==> src/hw/calc_params.svh <==
`ifndef CALC_PARAMS_SVH
`define CALC_PARAMS_SVH

`define CALC_DATA_W 32	// operand and result width

`define CALC_PORTS 4	// request ports on the calculator

`define CALC_SHAMT_W 5	// shift amount bits taken from operand 2

`define CALC_TAG_W 2	// enough bits to number every port

`endif

==> src/hw/calc_pkg.sv <==
package calc_pkg;

	// command codes as seen on reqN_cmd_in
	typedef enum logic [3:0] {
		cmd_nop = 4'd0,	// idle level on the bus, never answered
		cmd_add = 4'd1,	// op1 + op2
		cmd_sub = 4'd2,	// op1 - op2
		cmd_shl = 4'd5,	// op1 << op2[4:0]
		cmd_shr = 4'd6	// op1 >> op2[4:0]
	} cmd_e;

	// response codes as seen on out_respN
	typedef enum logic [1:0] {
		resp_none    = 2'd0,	// nothing to report this cycle
		resp_ok      = 2'd1,	// data is valid
		resp_err     = 2'd2,	// overflow or underflow, data forced to 0
		resp_invalid = 2'd3	// unknown command, data forced to 0
	} resp_e;

endpackage

==> src/hw/calc_bus_pkg.sv <==
`include "calc_params.svh"

package calc_bus_pkg;

	// request from a port to the dispatcher and on to the alu
	typedef struct packed {
		logic [`CALC_TAG_W-1:0]  tag;	// which port asked
		logic [3:0]              cmd;	// raw code so bad values reach the alu
		logic [`CALC_DATA_W-1:0] op1;	// sent with the command
		logic [`CALC_DATA_W-1:0] op2;	// sent one cycle later
	} calc_req_t;

	// result broadcast from the alu to every port
	typedef struct packed {
		logic                    valid;	// one cycle per finished request
		logic [`CALC_TAG_W-1:0]  tag;	// copied from the request
		calc_pkg::resp_e         resp;
		logic [`CALC_DATA_W-1:0] data;	// zero unless resp is ok
	} calc_res_t;

endpackage

==> src/hw/calc_port.sv <==
`timescale 1ns/100ps
`include "calc_params.svh"

module calc_port #(
	parameter int PORT_ID = 0	// tag stamped on every request of this port
) (
	input  logic                    c_clk,
	input  logic                    reset,
	input  logic [3:0]              cmd,
	input  logic [`CALC_DATA_W-1:0] data,
	input  logic                    grant,
	input  calc_bus_pkg::calc_res_t result,
	output logic                    req_pending,
	output calc_bus_pkg::calc_req_t req,
	output calc_pkg::resp_e         resp,
	output logic [`CALC_DATA_W-1:0] resp_data
);

	typedef enum logic [1:0] {
		st_idle,	// waiting for a nonzero command
		st_op2,	// operand 2 is on the data bus now
		st_pend,	// request held until the dispatcher grants it
		st_busy	// in the pipeline, waiting for our tag
	} state_t;

	localparam logic [`CALC_TAG_W-1:0] my_tag = `CALC_TAG_W'(PORT_ID);

	state_t                  state;
	logic [3:0]              cmd_q;	// raw command as captured
	logic [`CALC_DATA_W-1:0] op1_q;
	logic [`CALC_DATA_W-1:0] op2_q;
	logic                    start;	// new command accepted this cycle
	logic                    hit;	// broadcast result belongs to us

	assign start = (state == st_idle) && (cmd != 4'd0);	// command 0 is just idle
	assign hit = result.valid && (result.tag == my_tag);

	assign req_pending = (state == st_pend);
	assign req = '{tag: my_tag, cmd: cmd_q, op1: op1_q, op2: op2_q};

	always_ff @(posedge c_clk) begin
		if (reset) begin
			state <= st_idle;
			resp <= calc_pkg::resp_none;
		end else begin
			resp <= hit ? result.resp : calc_pkg::resp_none;	// single cycle pulse
			case (state)
				st_idle: if (start) state <= st_op2;
				st_op2:  state <= st_pend;	// op2 is taken on this edge
				st_pend: if (grant) state <= st_busy;
				st_busy: if (hit) state <= st_idle;	// free again once answered
				default: state <= st_idle;
			endcase
		end
	end

	// captured operands and returned data
	always_ff @(posedge c_clk) begin
		if (start) begin
			cmd_q <= cmd;
			op1_q <= data;
		end
		if (state == st_op2) begin
			op2_q <= data;	// same bus, next cycle
		end
		resp_data <= hit ? result.data : '0;
	end

	// one request outstanding, so a result for us never comes twice in a row
	a_resp_pulse: assert property (@(posedge c_clk) disable iff (reset)
		resp != calc_pkg::resp_none |=> resp == calc_pkg::resp_none);

	// the dispatcher must only pick ports that are asking
	a_grant_pending: assert property (@(posedge c_clk) disable iff (reset)
		grant |-> state == st_pend);

endmodule

==> src/hw/calc_dispatch.sv <==
`timescale 1ns/100ps
`include "calc_params.svh"

module calc_dispatch (
	input  logic                    c_clk,
	input  logic                    reset,
	input  logic [`CALC_PORTS-1:0]  pending,
	input  calc_bus_pkg::calc_req_t reqs [`CALC_PORTS],
	output logic [`CALC_PORTS-1:0]  grant,
	output calc_bus_pkg::calc_req_t issue,
	output logic                    issue_valid
);

	logic [`CALC_TAG_W-1:0] rr_ptr;	// first port to look at this cycle
	logic [`CALC_TAG_W-1:0] idx;	// port under test in the search
	logic [`CALC_TAG_W-1:0] pick;	// winner of the search
	logic                   found;

	// search upward from rr_ptr with wrap and take the first pending port
	always_comb begin
		grant = '0;
		found = 1'b0;
		pick = rr_ptr;
		idx = rr_ptr;
		for (int i = 0; i < `CALC_PORTS; i++) begin
			idx = rr_ptr + `CALC_TAG_W'(i);	// wraps since ports fill the tag range
			if (!found && pending[idx]) begin
				found = 1'b1;
				pick = idx;
			end
		end
		if (found) begin
			grant[pick] = 1'b1;	// combinational so the port sees it this cycle
		end
	end

	always_ff @(posedge c_clk) begin
		if (reset) begin
			rr_ptr <= '0;
			issue_valid <= 1'b0;
		end else begin
			issue_valid <= found;
			if (found) begin
				rr_ptr <= pick + 1'b1;	// the winner goes to the back of the line
			end
		end
	end

	always_ff @(posedge c_clk) begin
		if (found) begin
			issue <= reqs[pick];	// held until the next grant
		end
	end

	// the issued request names the port that won the grant
	a_issue_tag: assert property (@(posedge c_clk) disable iff (reset)
		found |=> issue.tag == $past(pick));

	// ports filter command 0 before it can ever get here
	a_issue_not_nop: assert property (@(posedge c_clk) disable iff (reset)
		issue_valid |-> issue.cmd != calc_pkg::cmd_nop);

endmodule

==> src/hw/calc_alu.sv <==
`timescale 1ns/100ps
`include "calc_params.svh"

module calc_alu (
	input  logic                    c_clk,
	input  logic                    reset,
	input  calc_bus_pkg::calc_req_t issue,
	input  logic                    issue_valid,
	output calc_bus_pkg::calc_res_t result
);

	calc_pkg::cmd_e            dec_op;	// decoded from the raw code
	logic [`CALC_SHAMT_W-1:0]  shamt;
	logic [`CALC_DATA_W:0]     wide;	// top bit is carry or borrow

	calc_pkg::cmd_e            s1_op;
	logic [`CALC_DATA_W:0]     s1_wide;
	logic [`CALC_TAG_W-1:0]    s1_tag;
	logic                      s1_valid;

	assign shamt = issue.op2[`CALC_SHAMT_W-1:0];	// upper bits of op2 ignored

	// stage 1 decode where any unknown code collapses to nop
	always_comb begin
		case (issue.cmd)
			calc_pkg::cmd_add: dec_op = calc_pkg::cmd_add;
			calc_pkg::cmd_sub: dec_op = calc_pkg::cmd_sub;
			calc_pkg::cmd_shl: dec_op = calc_pkg::cmd_shl;
			calc_pkg::cmd_shr: dec_op = calc_pkg::cmd_shr;
			default:           dec_op = calc_pkg::cmd_nop;
		endcase
	end

	// stage 1 compute
	always_comb begin
		case (dec_op)
			calc_pkg::cmd_add: wide = {1'b0, issue.op1} + {1'b0, issue.op2};
			calc_pkg::cmd_sub: wide = {1'b0, issue.op1} - {1'b0, issue.op2};	// msb is borrow
			calc_pkg::cmd_shl: wide = {1'b0, issue.op1 << shamt};
			calc_pkg::cmd_shr: wide = {1'b0, issue.op1 >> shamt};
			default:           wide = '0;
		endcase
	end

	always_ff @(posedge c_clk) begin
		s1_op <= dec_op;
		s1_wide <= wide;
		s1_tag <= issue.tag;
		if (reset) begin
			s1_valid <= 1'b0;
		end else begin
			s1_valid <= issue_valid;
		end
	end

	// stage 2 classify
	always_ff @(posedge c_clk) begin
		result.tag <= s1_tag;	// tag follows the data
		case (s1_op)
			calc_pkg::cmd_add, calc_pkg::cmd_sub: begin
				result.resp <= s1_wide[`CALC_DATA_W] ? calc_pkg::resp_err : calc_pkg::resp_ok;
				result.data <= s1_wide[`CALC_DATA_W] ? '0 : s1_wide[`CALC_DATA_W-1:0];
			end
			calc_pkg::cmd_shl, calc_pkg::cmd_shr: begin
				result.resp <= calc_pkg::resp_ok;	// shifts cannot fail
				result.data <= s1_wide[`CALC_DATA_W-1:0];
			end
			default: begin
				result.resp <= calc_pkg::resp_invalid;	// nop here means a bad code
				result.data <= '0;
			end
		endcase
		if (reset) begin
			result.valid <= 1'b0;
		end else begin
			result.valid <= s1_valid;
		end
	end

	// an add reported as ok never wraps below its first operand
	a_add_no_wrap: assert property (@(posedge c_clk) disable iff (reset)
		result.valid && result.resp == calc_pkg::resp_ok
		&& $past(issue.cmd, 2) == calc_pkg::cmd_add
		|-> result.data >= $past(issue.op1, 2));

endmodule

==> src/hw/calc_top.sv <==
`timescale 1ns/100ps
`include "calc_params.svh"

module calc_top (
	input  logic                    c_clk,
	input  logic                    reset,
	input  logic [3:0]              req1_cmd_in,
	input  logic [3:0]              req2_cmd_in,
	input  logic [3:0]              req3_cmd_in,
	input  logic [3:0]              req4_cmd_in,
	input  logic [`CALC_DATA_W-1:0] req1_data_in,
	input  logic [`CALC_DATA_W-1:0] req2_data_in,
	input  logic [`CALC_DATA_W-1:0] req3_data_in,
	input  logic [`CALC_DATA_W-1:0] req4_data_in,
	output logic [1:0]              out_resp1,
	output logic [1:0]              out_resp2,
	output logic [1:0]              out_resp3,
	output logic [1:0]              out_resp4,
	output logic [`CALC_DATA_W-1:0] out_data1,
	output logic [`CALC_DATA_W-1:0] out_data2,
	output logic [`CALC_DATA_W-1:0] out_data3,
	output logic [`CALC_DATA_W-1:0] out_data4
);

	logic [`CALC_PORTS-1:0][3:0]              cmd_in;	// index 0 is port 1
	logic [`CALC_PORTS-1:0][`CALC_DATA_W-1:0] data_in;
	logic [`CALC_PORTS-1:0][1:0]              resp_out;
	logic [`CALC_PORTS-1:0][`CALC_DATA_W-1:0] data_out;
	logic [`CALC_PORTS-1:0]                   pending;
	logic [`CALC_PORTS-1:0]                   grant;
	calc_bus_pkg::calc_req_t                  reqs [`CALC_PORTS];
	calc_bus_pkg::calc_req_t                  issue;
	logic                                     issue_valid;
	calc_bus_pkg::calc_res_t                  result;	// seen by every port

	assign cmd_in = {req4_cmd_in, req3_cmd_in, req2_cmd_in, req1_cmd_in};
	assign data_in = {req4_data_in, req3_data_in, req2_data_in, req1_data_in};
	assign {out_resp4, out_resp3, out_resp2, out_resp1} = resp_out;
	assign {out_data4, out_data3, out_data2, out_data1} = data_out;

	for (genvar p = 0; p < `CALC_PORTS; p++) begin : g_port
		calc_port #(
			.PORT_ID(p)
		) u_port (
			.c_clk      (c_clk),
			.reset      (reset),
			.cmd        (cmd_in[p]),
			.data       (data_in[p]),
			.grant      (grant[p]),
			.result     (result),
			.req_pending(pending[p]),
			.req        (reqs[p]),
			.resp       (resp_out[p]),
			.resp_data  (data_out[p])
		);
	end

	calc_dispatch u_dispatch (
		.c_clk      (c_clk),
		.reset      (reset),
		.pending    (pending),
		.reqs       (reqs),
		.grant      (grant),
		.issue      (issue),
		.issue_valid(issue_valid)
	);

	calc_alu u_alu (
		.c_clk      (c_clk),
		.reset      (reset),
		.issue      (issue),
		.issue_valid(issue_valid),
		.result     (result)
	);

endmodule

==> config.mk <==
export PLATFORM = sky130hd
export DESIGN_NAME = calc_top
export DESIGN_NICKNAME = d
export VERILOG_FILES = /design/src/hw/calc_pkg.sv /design/src/hw/calc_bus_pkg.sv /design/src/hw/calc_port.sv /design/src/hw/calc_dispatch.sv /design/src/hw/calc_alu.sv /design/src/hw/calc_top.sv
export VERILOG_INCLUDE_DIRS = /design/src /design/src/hw
export SDC_FILE = /design/constraint.sdc
export NUM_CORES = 1
export LEC_CHECK = 0
export BUFFER_PORTS_ARGS = -buffer_cell sky130_fd_sc_hd__buf_2
export CAP_MARGIN = 20
export CORE_ASPECT_RATIO = 1.25
export CORE_MARGIN = 5
export CORE_UTILIZATION = 43
export CTS_CLUSTER_DIAMETER = 120
export CTS_CLUSTER_SIZE = 20
export DETAILED_ROUTE_END_ITERATION = 8
export PLACE_DENSITY = 0.67
export SYNTH_ARGS = -nofsm -noshare
export SYNTH_HDL_FRONTEND = slang
export SYNTH_SLANG_ARGS = --single-unit
==> constraint.sdc <==
create_clock -name c_clk -period 7.9 [get_ports c_clk]
set_clock_uncertainty 0.1 [all_clocks]
set_input_delay 0 -clock c_clk [delete_from_list [all_inputs] [get_ports c_clk]]
set_output_delay 0 -clock c_clk [all_outputs]
set_load 0.005 [all_outputs]
* Yosys cells after proc, flatten, opt, wreduce, memory -nomap -nowiden
Cells that the tools add are included.
Storage, ports and cells: register bits after elaboration 565, input port bits 146, output and inout port bits 136
Operators by class: $add $sub $neg 6, magnitude comparators 7, equal/unequal tests 39, shift-type cells 2, multiplexer cells 42, bitwise logic cells 5, reductions and logical operators 34
Operator list (count):
- $bmux W70 S2 | 1
- $mux W70 | 2
- $pmux W33 S4 | 1
- $pmux W34 S2 | 1
- $add A32 B32 Y33 | 1
- $sub A32 B32 Y33 | 1
- $mux W2 | 16
- $mux W32 | 1
- $pmux W2 S4 | 4
- $shl A32 B5 Y32 | 1
- $shr A32 B5 Y32 | 1
- $eq A2 B2 Y1 const B | 10
- $ne A2 B1 Y1 const B | 8
- $reduce_bool A4 Y1 | 4
- $lt A2 B3 Y1 const B | 5
- $eq A3 B3 Y1 const B | 4
- $logic_and A1 B1 Y1 | 12
- $pmux W3 S4 | 1
- $reduce_and A3 Y1 | 4
- $reduce_or A2 Y1 | 6
- $eq A2 B1 Y1 const B | 5
- $logic_not A2 Y1 | 5
- $mux W1 | 9
- $bmux W1 S2 | 4
- other kinds (15) | 28

* Longest topological paths before layout
Gate-level depths: netlist of the first run.
depth in word-level cells 20, gate-level depth with buffers 20

* Cells and area by module
A second synthesis of the first run with hierarchy kept.
Second synthesis, totals: cell total of the unflattened synthesis 1965, area, all modules 25176.6 um2
Modules (own cells, without submodules):
- calc_alu | times used 1, cells an instance 980, area an instance 7770.0 um2, seq. area each 1521.5 um2
- calc_port at g_port[1].u_port ... | times used 2, cells an instance 163, area an instance 3169.3 um2, seq. area each 2762.6 um2
- calc_dispatch | times used 1, cells an instance 337, area an instance 4762.1 um2, seq. area each 2162.1 um2
- calc_port at g_port[3].u_port | times used 1, cells an instance 161, area an instance 3155.5 um2, seq. area each 2762.6 um2
- calc_port at g_port[0].u_port | times used 1, cells an instance 161, area an instance 3150.5 um2, seq. area each 2762.6 um2

* Worst setup path after synthesis of the first run
Ideal clock, no wire load.
path type register to register, from register u_dispatch.issue[0] (netlist name), to register u_alu.s1_wide[29], arrival time 4.955 ns, slack 2.783 ns, stages on the path, launching flop included 20, cells stage by stage edfxtp_1 -> buf_2 -> inv_1 -> clkbuf_1 -> ha_1 -> or3b_2 -> or4_4 -> nor4_4 -> nand2_1 -> nor4_4 -> nor2_1 -> xnor2_1 -> ha_1 -> a2111oi_0 -> o211ai_1 -> and2_1 -> o21ai_0 -> nor3_1 -> or4_1 -> nand3_1
On the way: word-level cells in the longest chain between the ends 2
RTL lines:
- $sub A32 B32 Y33 (tied with other cells) | line calc_alu.sv:38 | calc_pkg::cmd_sub: wide = {1'b0, issue.op1} - {1'b0, issue.op2};
- $pmux W33 S4 * | line calc_alu.sv:36 | case (dec_op)
- via u_alu.wide[29] | line calc_alu.sv:14 | logic [`CALC_DATA_W:0] wide;
- to (signal assigned) | line calc_alu.sv:47 | s1_wide <= wide;
- to (decl) | line calc_alu.sv:17 | logic [`CALC_DATA_W:0] s1_wide;
Mark *: on every way through the listed nets, which the timed path passes. The rest lies on a longest branch. A chain may end at the register's enable or synchronous reset.

* Worst setup path in the final report of the first run
from register u_dispatch.issue[1] (netlist name), to register u_alu.s1_wide[29]
On the way: word-level cells in the longest chain between the ends 2
RTL lines (line):
- $sub A32 B32 Y33 (tied with other cells) | calc_alu.sv:38
- $pmux W33 S4 * | calc_alu.sv:36
- via u_alu.wide[29] | calc_alu.sv:14
Marked as above.

==> results of run 1 <==
==> how the worst min path moves through the flow <==
stage | startpoint | to | cells after the start
6_report | req1_data_in[7] | g_port[0].u_port.op1_q[7] | 2
5_1_grt | req3_data_in[15] | g_port[2].u_port.op1_q[15] | 2
2_1_floorplan | reset | u_alu.result[36] | 1
3_5_place_dp | req2_data_in[20] | g_port[1].u_port.op1_q[20] | 1
3_3_place_gp | req2_data_in[15] | g_port[1].u_port.op2_q[15] | 1
4_1_cts | req1_data_in[14] | g_port[0].u_port.op2_q[14] | 2
==> kinds of logic (layout without fill, tap and decap cells) <==
group           after synthesis  count (layout)  share of synthesized area
xor+xnor                     55              55                     0.0193
simple gates                847             847                      0.166
mux                         112             112                     0.0758
flops                       565             565                      0.591
compound gates              362             362                     0.0936
buf+inv                     162             542                     0.0254
other cells                   0               1                          0
fa+ha+maj                    57              57                     0.0289
==> metal layers <==
| metal | global-route usage | part of all wire | wire [um] | vias to the layer above |
|---|---|---|---|---|
| li1 | - | - | - | 8526 |
| met1 | 0.296 | 0.40 | 29700 | 9005 |
| met2 | 0.379 | 0.49 | 36100 | 789 |
| met3 | 0.0295 | 0.064 | 4700 | 153 |
| met4 | 0.0830 | 0.040 | 2900 | 0 |
| met5 | 0 | 0 | 0 | - |
==> state kept, by name, indices dropped and copies added (netlist names) <==
signal	flops
u_dispatch.rr_ptr	2
u_alu.s1_op	3
u_alu.s1_tag	2
u_dispatch.issue_valid	1
g_port.u_port.op1_q	128
u_alu.s1_wide	33
u_alu.s1_valid	1
g_port.u_port.cmd_q	16
g_port.u_port.resp	8
g_port.u_port.state	8
u_alu.result	37
g_port.u_port.resp_data	128
u_dispatch.issue	70
g_port.u_port.op2_q	128
==> layout make-up <==
cell class	count	area, um2	area share
tap	750	938	0.0318
multi-input combinational	1433	9620	0.326
sequential	565	14700	0.499
clock inverter	4	46.3	0.00157
clock buffer	44	910	0.0308
antenna	1	2.50	0.0000848
timing repair buffer	457	3110	0.106
inverter	37	140	0.00475
==> cells in the mapped netlist, types with 17 or more instances <==
master    count
and3_1       75
o22ai_1      22
inv_1        33
mux2i_1      29
mux4_2       59
nor2b_1      17
a31oi_1      84
clkbuf_1     97
o21ai_0      49
nor2_1      126
ha_1         56
edfxtp_1    342
xnor2_1      27
xor2_1       28
buf_2        17
dfxtp_1     223
nand2_1     355
nor3_1       27
and2_1      167
mux2_2       24
a21oi_1      90
==> worst max-delay path: cells and delay by family (launching register included) <==
kind | cells | cell delay, ps
flops | 1 | 730
buf+inv | 1 | 310
simple gates | 10 | 2630
compound gates | 3 | 1210
xor+xnor | 1 | 140
fa+ha+maj | 2 | 650
==> power breakdown <==
| part | switching [mW] | total, mW | internal (mW) |
|---|---|---|---|
| registers | 0.615 | 4.89 | 4.28 |
| logic | 5.00 | 7.78 | 2.79 |
| clock network | 0.944 | 1.77 | 0.822 |
| total | 6.56 | 14.4 | 7.89 |
==> per-stage QoR <==
stage / std cells / power (mW)
2_1_floorplan: 2160 / 10.1
3_3_place_gp: 3094 / 12.5
3_5_place_dp: 3097 / 12.5
4_1_cts: 3290 / 14.4
5_1_grt: 3290 / 15.3
6_report: 3291 / 14.4
==> timing repair <==
| item | CTS | global route |
|---|---|---|
| resized for setup | 0 | 0 |
| hold endpoints to repair | 293 | 0 |
| hold buffers | 145 | 0 |
| endpoints found under the setup margin | 0 | 0 |
==> metrics.md, run 1 <==
| Metric | Value |
|---|---|
| Tcrit/Tclk final | `0.741` |
| Vias in the first global route | `between 15000 and 20000` |
| Final Slew Violations | `0` |
| Layout net count | `between 2000 and 3000` |
| First-pass GRT wire length | `110 mm` |
| Initial antenna violation count | `0` |
| Crit. End Element | `flip-flop` |
| CP Data Required Time | `8310 ps` |
| Largest net degree at the start of global routing | `80` |
| Postcts setup bufs | `0` |
| Crit path to | `u_alu.s1_wide[29]` |
| Mapped Avg Cell Area | `11.5 um2` |
| Worst path slowest cell | `edfxtp_1` |
| Average wire per standard cell | `roughly 22 um` |
| CTS tree | `done` |
| Root buffer cell | `clkbuf_16` |
| RSZ-0062 raised after global routing | `false` |
| Drc violations | `0` |
| Reg2reg path depth | `17` |
| I/O Buffers | `281` |
| Initial DRC Count | `1659` |
| Core Util, Final | `0.515` |
| Chain of cells forming the critical path | `clkinv_1 > ha_1 > or3b_2 > or4_4 > nor4_4 > nand2_1 > nor4_4 > nor2_1 > xnor2_1 > ha_1 > a2111oi_0 > o211ai_1 > and2_1 > o21ai_0 > nor3_1 > or4_1 > nand3_1` |
| Die height | `279 um` |
| Fin area | `29500 um2` |
| Initial Util | `0.435` |
| Ports | `282` |
| Area Overhead vs Synth | `18.4%` |
| Crit path from | `u_dispatch.issue[1]` |
| Hold_ws | `43.8 ps` |
| Setup WS post-layout | `2050 ps` |
| Setup TNS Final | `0 ps` |
| Most common cell after layout, fill and taps aside | `nand2_1` |
| R2r startpoint | `u_dispatch.issue[1]` |
| Rel. slew slack | `0.253` |
| RePlAce Congestion | `roughly 0.96` |
| FMAX | `171 MHz` |
| Pre-CTS WS | `2110 ps` |
| Post-synth EDFFs | `342` |
| Run status | `finished clean` |
| Worst skew pair latency | `a little under 600 ps` |
| Critical Path AT | `approximately 6300 ps` |
| Antenna-violating nets left | `0` |
| Seq/Total Area, Yosys | `0.591` |
| Fillers | `4858` |
| Post-synth top flop | `edfxtp_1` |
| R2R setup slack | `2050 ps` |
| CTS sink cnt | `565` |
| Final setup violation count | `0` |
| Clock buffer depth | `3` |
| Post-synthesis register bit count | `565` |
| Most frequent cells in the layout | `nand2_1 (354), edfxtp_1 (342), buf_2 (281), dfxtp_1 (223), and2_1 (167)` |
| Crit Path Max Fanout | `20` |
| Hold Crit Class | `in -> reg` |
| WL final | `73.4 mm` |
| CP Launch Type | `flip-flop` |
| Core box area | `57300 um2` |
| Number of buffers created by CTS | `34` |
| Via Count | `18473` |
| Placed Instance Area | `27100 um2` |
| Total GRT Usage | `0.224` |
| Hpwl dp | `50.6 mm` |
| Crit-path max cell delay | `730 ps` |
| Syn nets | `2363` |
| Final Hold Vio Count | `0` |
| Worst-Margin Slew | `~1100 ps` |
| Share of the synthesized area in the top cell type | `0.412` |
| Initial DRT Pass Iterations | `5` |
| Cell Pwr Density | `489 nW/um2` |
| Synthesized cell area | `24900 um2` |
| Share of cells above drive strength 1 | `0.185` |
| Crit path time final | `5850 ps` |
| Synth warn | `0` |
| Ys async rst share | `0` |
| Die Width | `225 um` |
| Row cnt | `98` |
| H-tree levels | `2` |
| Post-Syn Instances | `2160` |
| Top post-synthesis cells by area | `edfxtp_1 (41%), dfxtp_1 (18%), nand2_1 (5.3%), mux4_2 (5.3%), and2_1 (4.2%)` |
| Grt total ovfl | `0` |
| Pleak | `11.8 nW` |
| Max-cap violation count | `0` |
| Netlist cell types | `77` |
| Setup CP Type | `reg -> reg` |
| Die area | `62900 um2` |
| DR vias/cell | `5.61` |
| Clk pin slew, worst setup/hold paths | `80 ps` |
| Biggest area consumer among synthesized cells | `edfxtp_1` |
| VDD IR-drop max | `0.317 mV` |
| Worst R2R End | `u_alu.s1_wide[29]` |
Note: power is estimated with default switching activity, not from simulation.
==> run 2, diff against run 1 <==
clock period = 5.8 ns   (was 7.9 ns; I/O delays follow)
==> run 2 against run 1 <==
  * Setup slack got worse by 1700 ps
  * Wire length fell by 2.2%
  * Global-route usage fell by 0.38 points
  * Clock power rose by 36%
  * Flip-flop and latch count did not move
  * Sequential share of layout area barely moved
  * Non-clock buffer count rose by 3
==> metrics.md, run 2 (synthesized netlist as in run 1, its figures left out) <==
| Metric | Value |
|---|---|
| Die height | `279 um (unchanged)` |
| Die area | `62900 um2 (unchanged)` |
| Top Registers | `g_port.u_port.op1_q (128), g_port.u_port.op2_q (128), g_port.u_port.resp_data (128) (unchanged)` |
| Root buffer cell | `clkbuf_16 (unchanged)` |
| Most common cell after layout, fill and taps aside | `nand2_1 (unchanged)` |
| Critical Path AT | `5820 ps (was 6270 ps)` |
| DR vias/cell | `5.59 (was 5.61)` |
| WL final | `71.8 mm (was 73.4 mm)` |
| RSZ-0062 raised after global routing | `false (unchanged)` |
| Via Count | `18406 (was 18473)` |
| Largest net degree at the start of global routing | `82 (was 80)` |
| Initial Util | `0.435 (unchanged)` |
| Die Width | `225 um (unchanged)` |
| Initial DRC Count | `1635 (was 1659)` |
| Drc violations | `0 (unchanged)` |
| Setup TNS Final | `0 ps (unchanged)` |
| Postcts setup bufs | `0 (unchanged)` |
| CP Data Required Time | `6210 ps (was 8310 ps)` |
| Share of cells above drive strength 1 | `0.186 (was 0.185)` |
| Average wire per standard cell | `21.8 um (was 22.3 um)` |
| VDD IR-drop max | `0.348 mV (was 0.317 mV)` |
| Crit. End Element | `flip-flop (unchanged)` |
| Fin area | `29500 um2 (about the same)` |
| Final Slew Violations | `0 (unchanged)` |
| Hold_ws | `46.7 ps (was 43.8 ps)` |
| Setup CP Type | `reg -> reg (unchanged)` |
| Cell Pwr Density | `665 nW/um2 (was 489 nW/um2)` |
| Row cnt | `98 (unchanged)` |
| CTS tree | `done (unchanged)` |
| Total GRT Usage | `0.221 (was 0.224)` |
| Max-cap violation count | `0 (unchanged)` |
| Final setup violation count | `0 (unchanged)` |
| Cells after DPL | `3100 (was 3097)` |
| Worst-Margin Slew | `1000 ps (was 1110 ps)` |
| Clk pin slew, worst setup/hold paths | `90 ps (was 80 ps)` |
| Antenna-violating nets left | `0 (unchanged)` |
| I/O Buffers | `281 (unchanged)` |
| Final Hold Vio Count | `0 (unchanged)` |
| Area Overhead vs Synth | `18.5% (was 18.4%)` |
| Pleak | `11.8 nW (about the same)` |
| Ant diodes | `0 (was 1)` |
| Crit Path Max Fanout | `11 (was 20)` |
| Worst skew pair latency | `580 ps (about the same)` |
| Post-CTS resize count | `0 (unchanged)` |
| Placed Instance Area | `27100 um2 (about the same)` |
| Clock buffer depth | `3 (unchanged)` |
| Most frequent cells in the layout | `nand2_1 (354), edfxtp_1 (342), buf_2 (281), dfxtp_1 (223), and2_1 (167) (unchanged)` |
| Tcrit/Tclk final | `0.932 (was 0.741)` |
| Crit path time final | `5410 ps (was 5850 ps)` |
| CP Launch Type | `flip-flop (unchanged)` |
| Ports | `282 (unchanged)` |
| Rel. slew slack | `0.333 (was 0.253)` |
| Vias in the first global route | `18226 (was 18143)` |
| Grt total ovfl | `0 (unchanged)` |
| Initial antenna violation count | `0 (unchanged)` |
| Pwr Total | `19.6 mW (was 14.4 mW)` |
| Hold Crit Class | `in -> reg (unchanged)` |
| H-tree levels | `2 (unchanged)` |
| Run status | `finished clean (unchanged)` |
| Initial DRT Pass Iterations | `5 (unchanged)` |
| Number of buffers created by CTS | `34 (unchanged)` |
| Post-route insts no fill | `3293 (was 3291)` |
| First-pass GRT wire length | `109 mm (was 110 mm)` |
| FMAX | `185 MHz (was 171 MHz)` |
| Hpwl dp | `50.2 mm (was 50.6 mm)` |
| Core box area | `57300 um2 (unchanged)` |
| CTS sink cnt | `565 (unchanged)` |
| Layout net count | `2734 (was 2731)` |
| RePlAce Congestion | `0.899 (was 0.956)` |
==> run 2: worst max-delay path, cell delays in order, from the launching register on <==
cell and delay, ps:
edfxtp_1 430, clkinv_1 210, ha_1 220, or3b_2 520
or4_4 460, nor4_4 280, nand2_1 170, nor4_4 270
nor2_1 90, xnor2_1 160, ha_1 430, a2111oi_0 670
o211ai_1 220, and2_1 200, o21ai_0 260, nor3_1 100
or4_1 480, nand3_1 100
==> run 2: timing repair <==
item,in CTS,in global routing
endpoints found under the setup margin,0,0
hold buffers,145,0
endpoints found under the hold margin,293,0
==> run 2: cell type report <==
type | instances | area [um2]
clock buffers | 45 | 913
fillers | 4893 | 27700
multi-input cells | 1433 | 9630
flip-flops and latches | 565 | 14700
inverters | 37 | 140
repair buffers | 460 | 3130
clock inverters | 3 | 45.0
well taps | 750 | 938
==> run 2: metal layers <==
layer / global-route usage / up-vias / share of wire
li1: - / 8544 / -
met1: 0.290 / 8928 / 0.40
met2: 0.377 / 797 / 0.50
met3: 0.0280 / 137 / 0.062
met4: 0.0779 / 0 / 0.038
met5: 0 / - / 0
==> run 2: path summary, 6_finish.rpt <==
path,start,endpoint,slack [ps],depth (start not counted)
worst max-delay path,u_dispatch.issue[1],u_alu.s1_wide[29],390,17
worst min-delay path,req3_cmd_in[3],g_port[2].u_port.cmd_q[3],50,2
worst max register to register,u_dispatch.issue[1],u_alu.s1_wide[29],390,17
worst min register to register,u_alu.s1_tag[0],u_alu.result[34],240,0
==> run 2: report_power, final <==
| part | total [mW] | leakage (nW) | internal (mW) | switching, mW |
|---|---|---|---|---|
| logic | 10.6 | 6.21 | 3.80 | 6.82 |
| registers | 6.61 | 5.10 | 5.82 | 0.785 |
| clock network | 2.41 | 0.465 | 1.12 | 1.28 |
| total | 19.6 | 11.8 | 10.7 | 8.89 |
==> run 2: per-stage QoR <==
step / setup WS [ps] / utilization
floorplan: 683 / -
global placement: 501 / 0.473
detailed placement: 409 / 0.474
CTS: 387 / 0.516
global route: 21.3 / 0.516
finish: 392 / 0.516
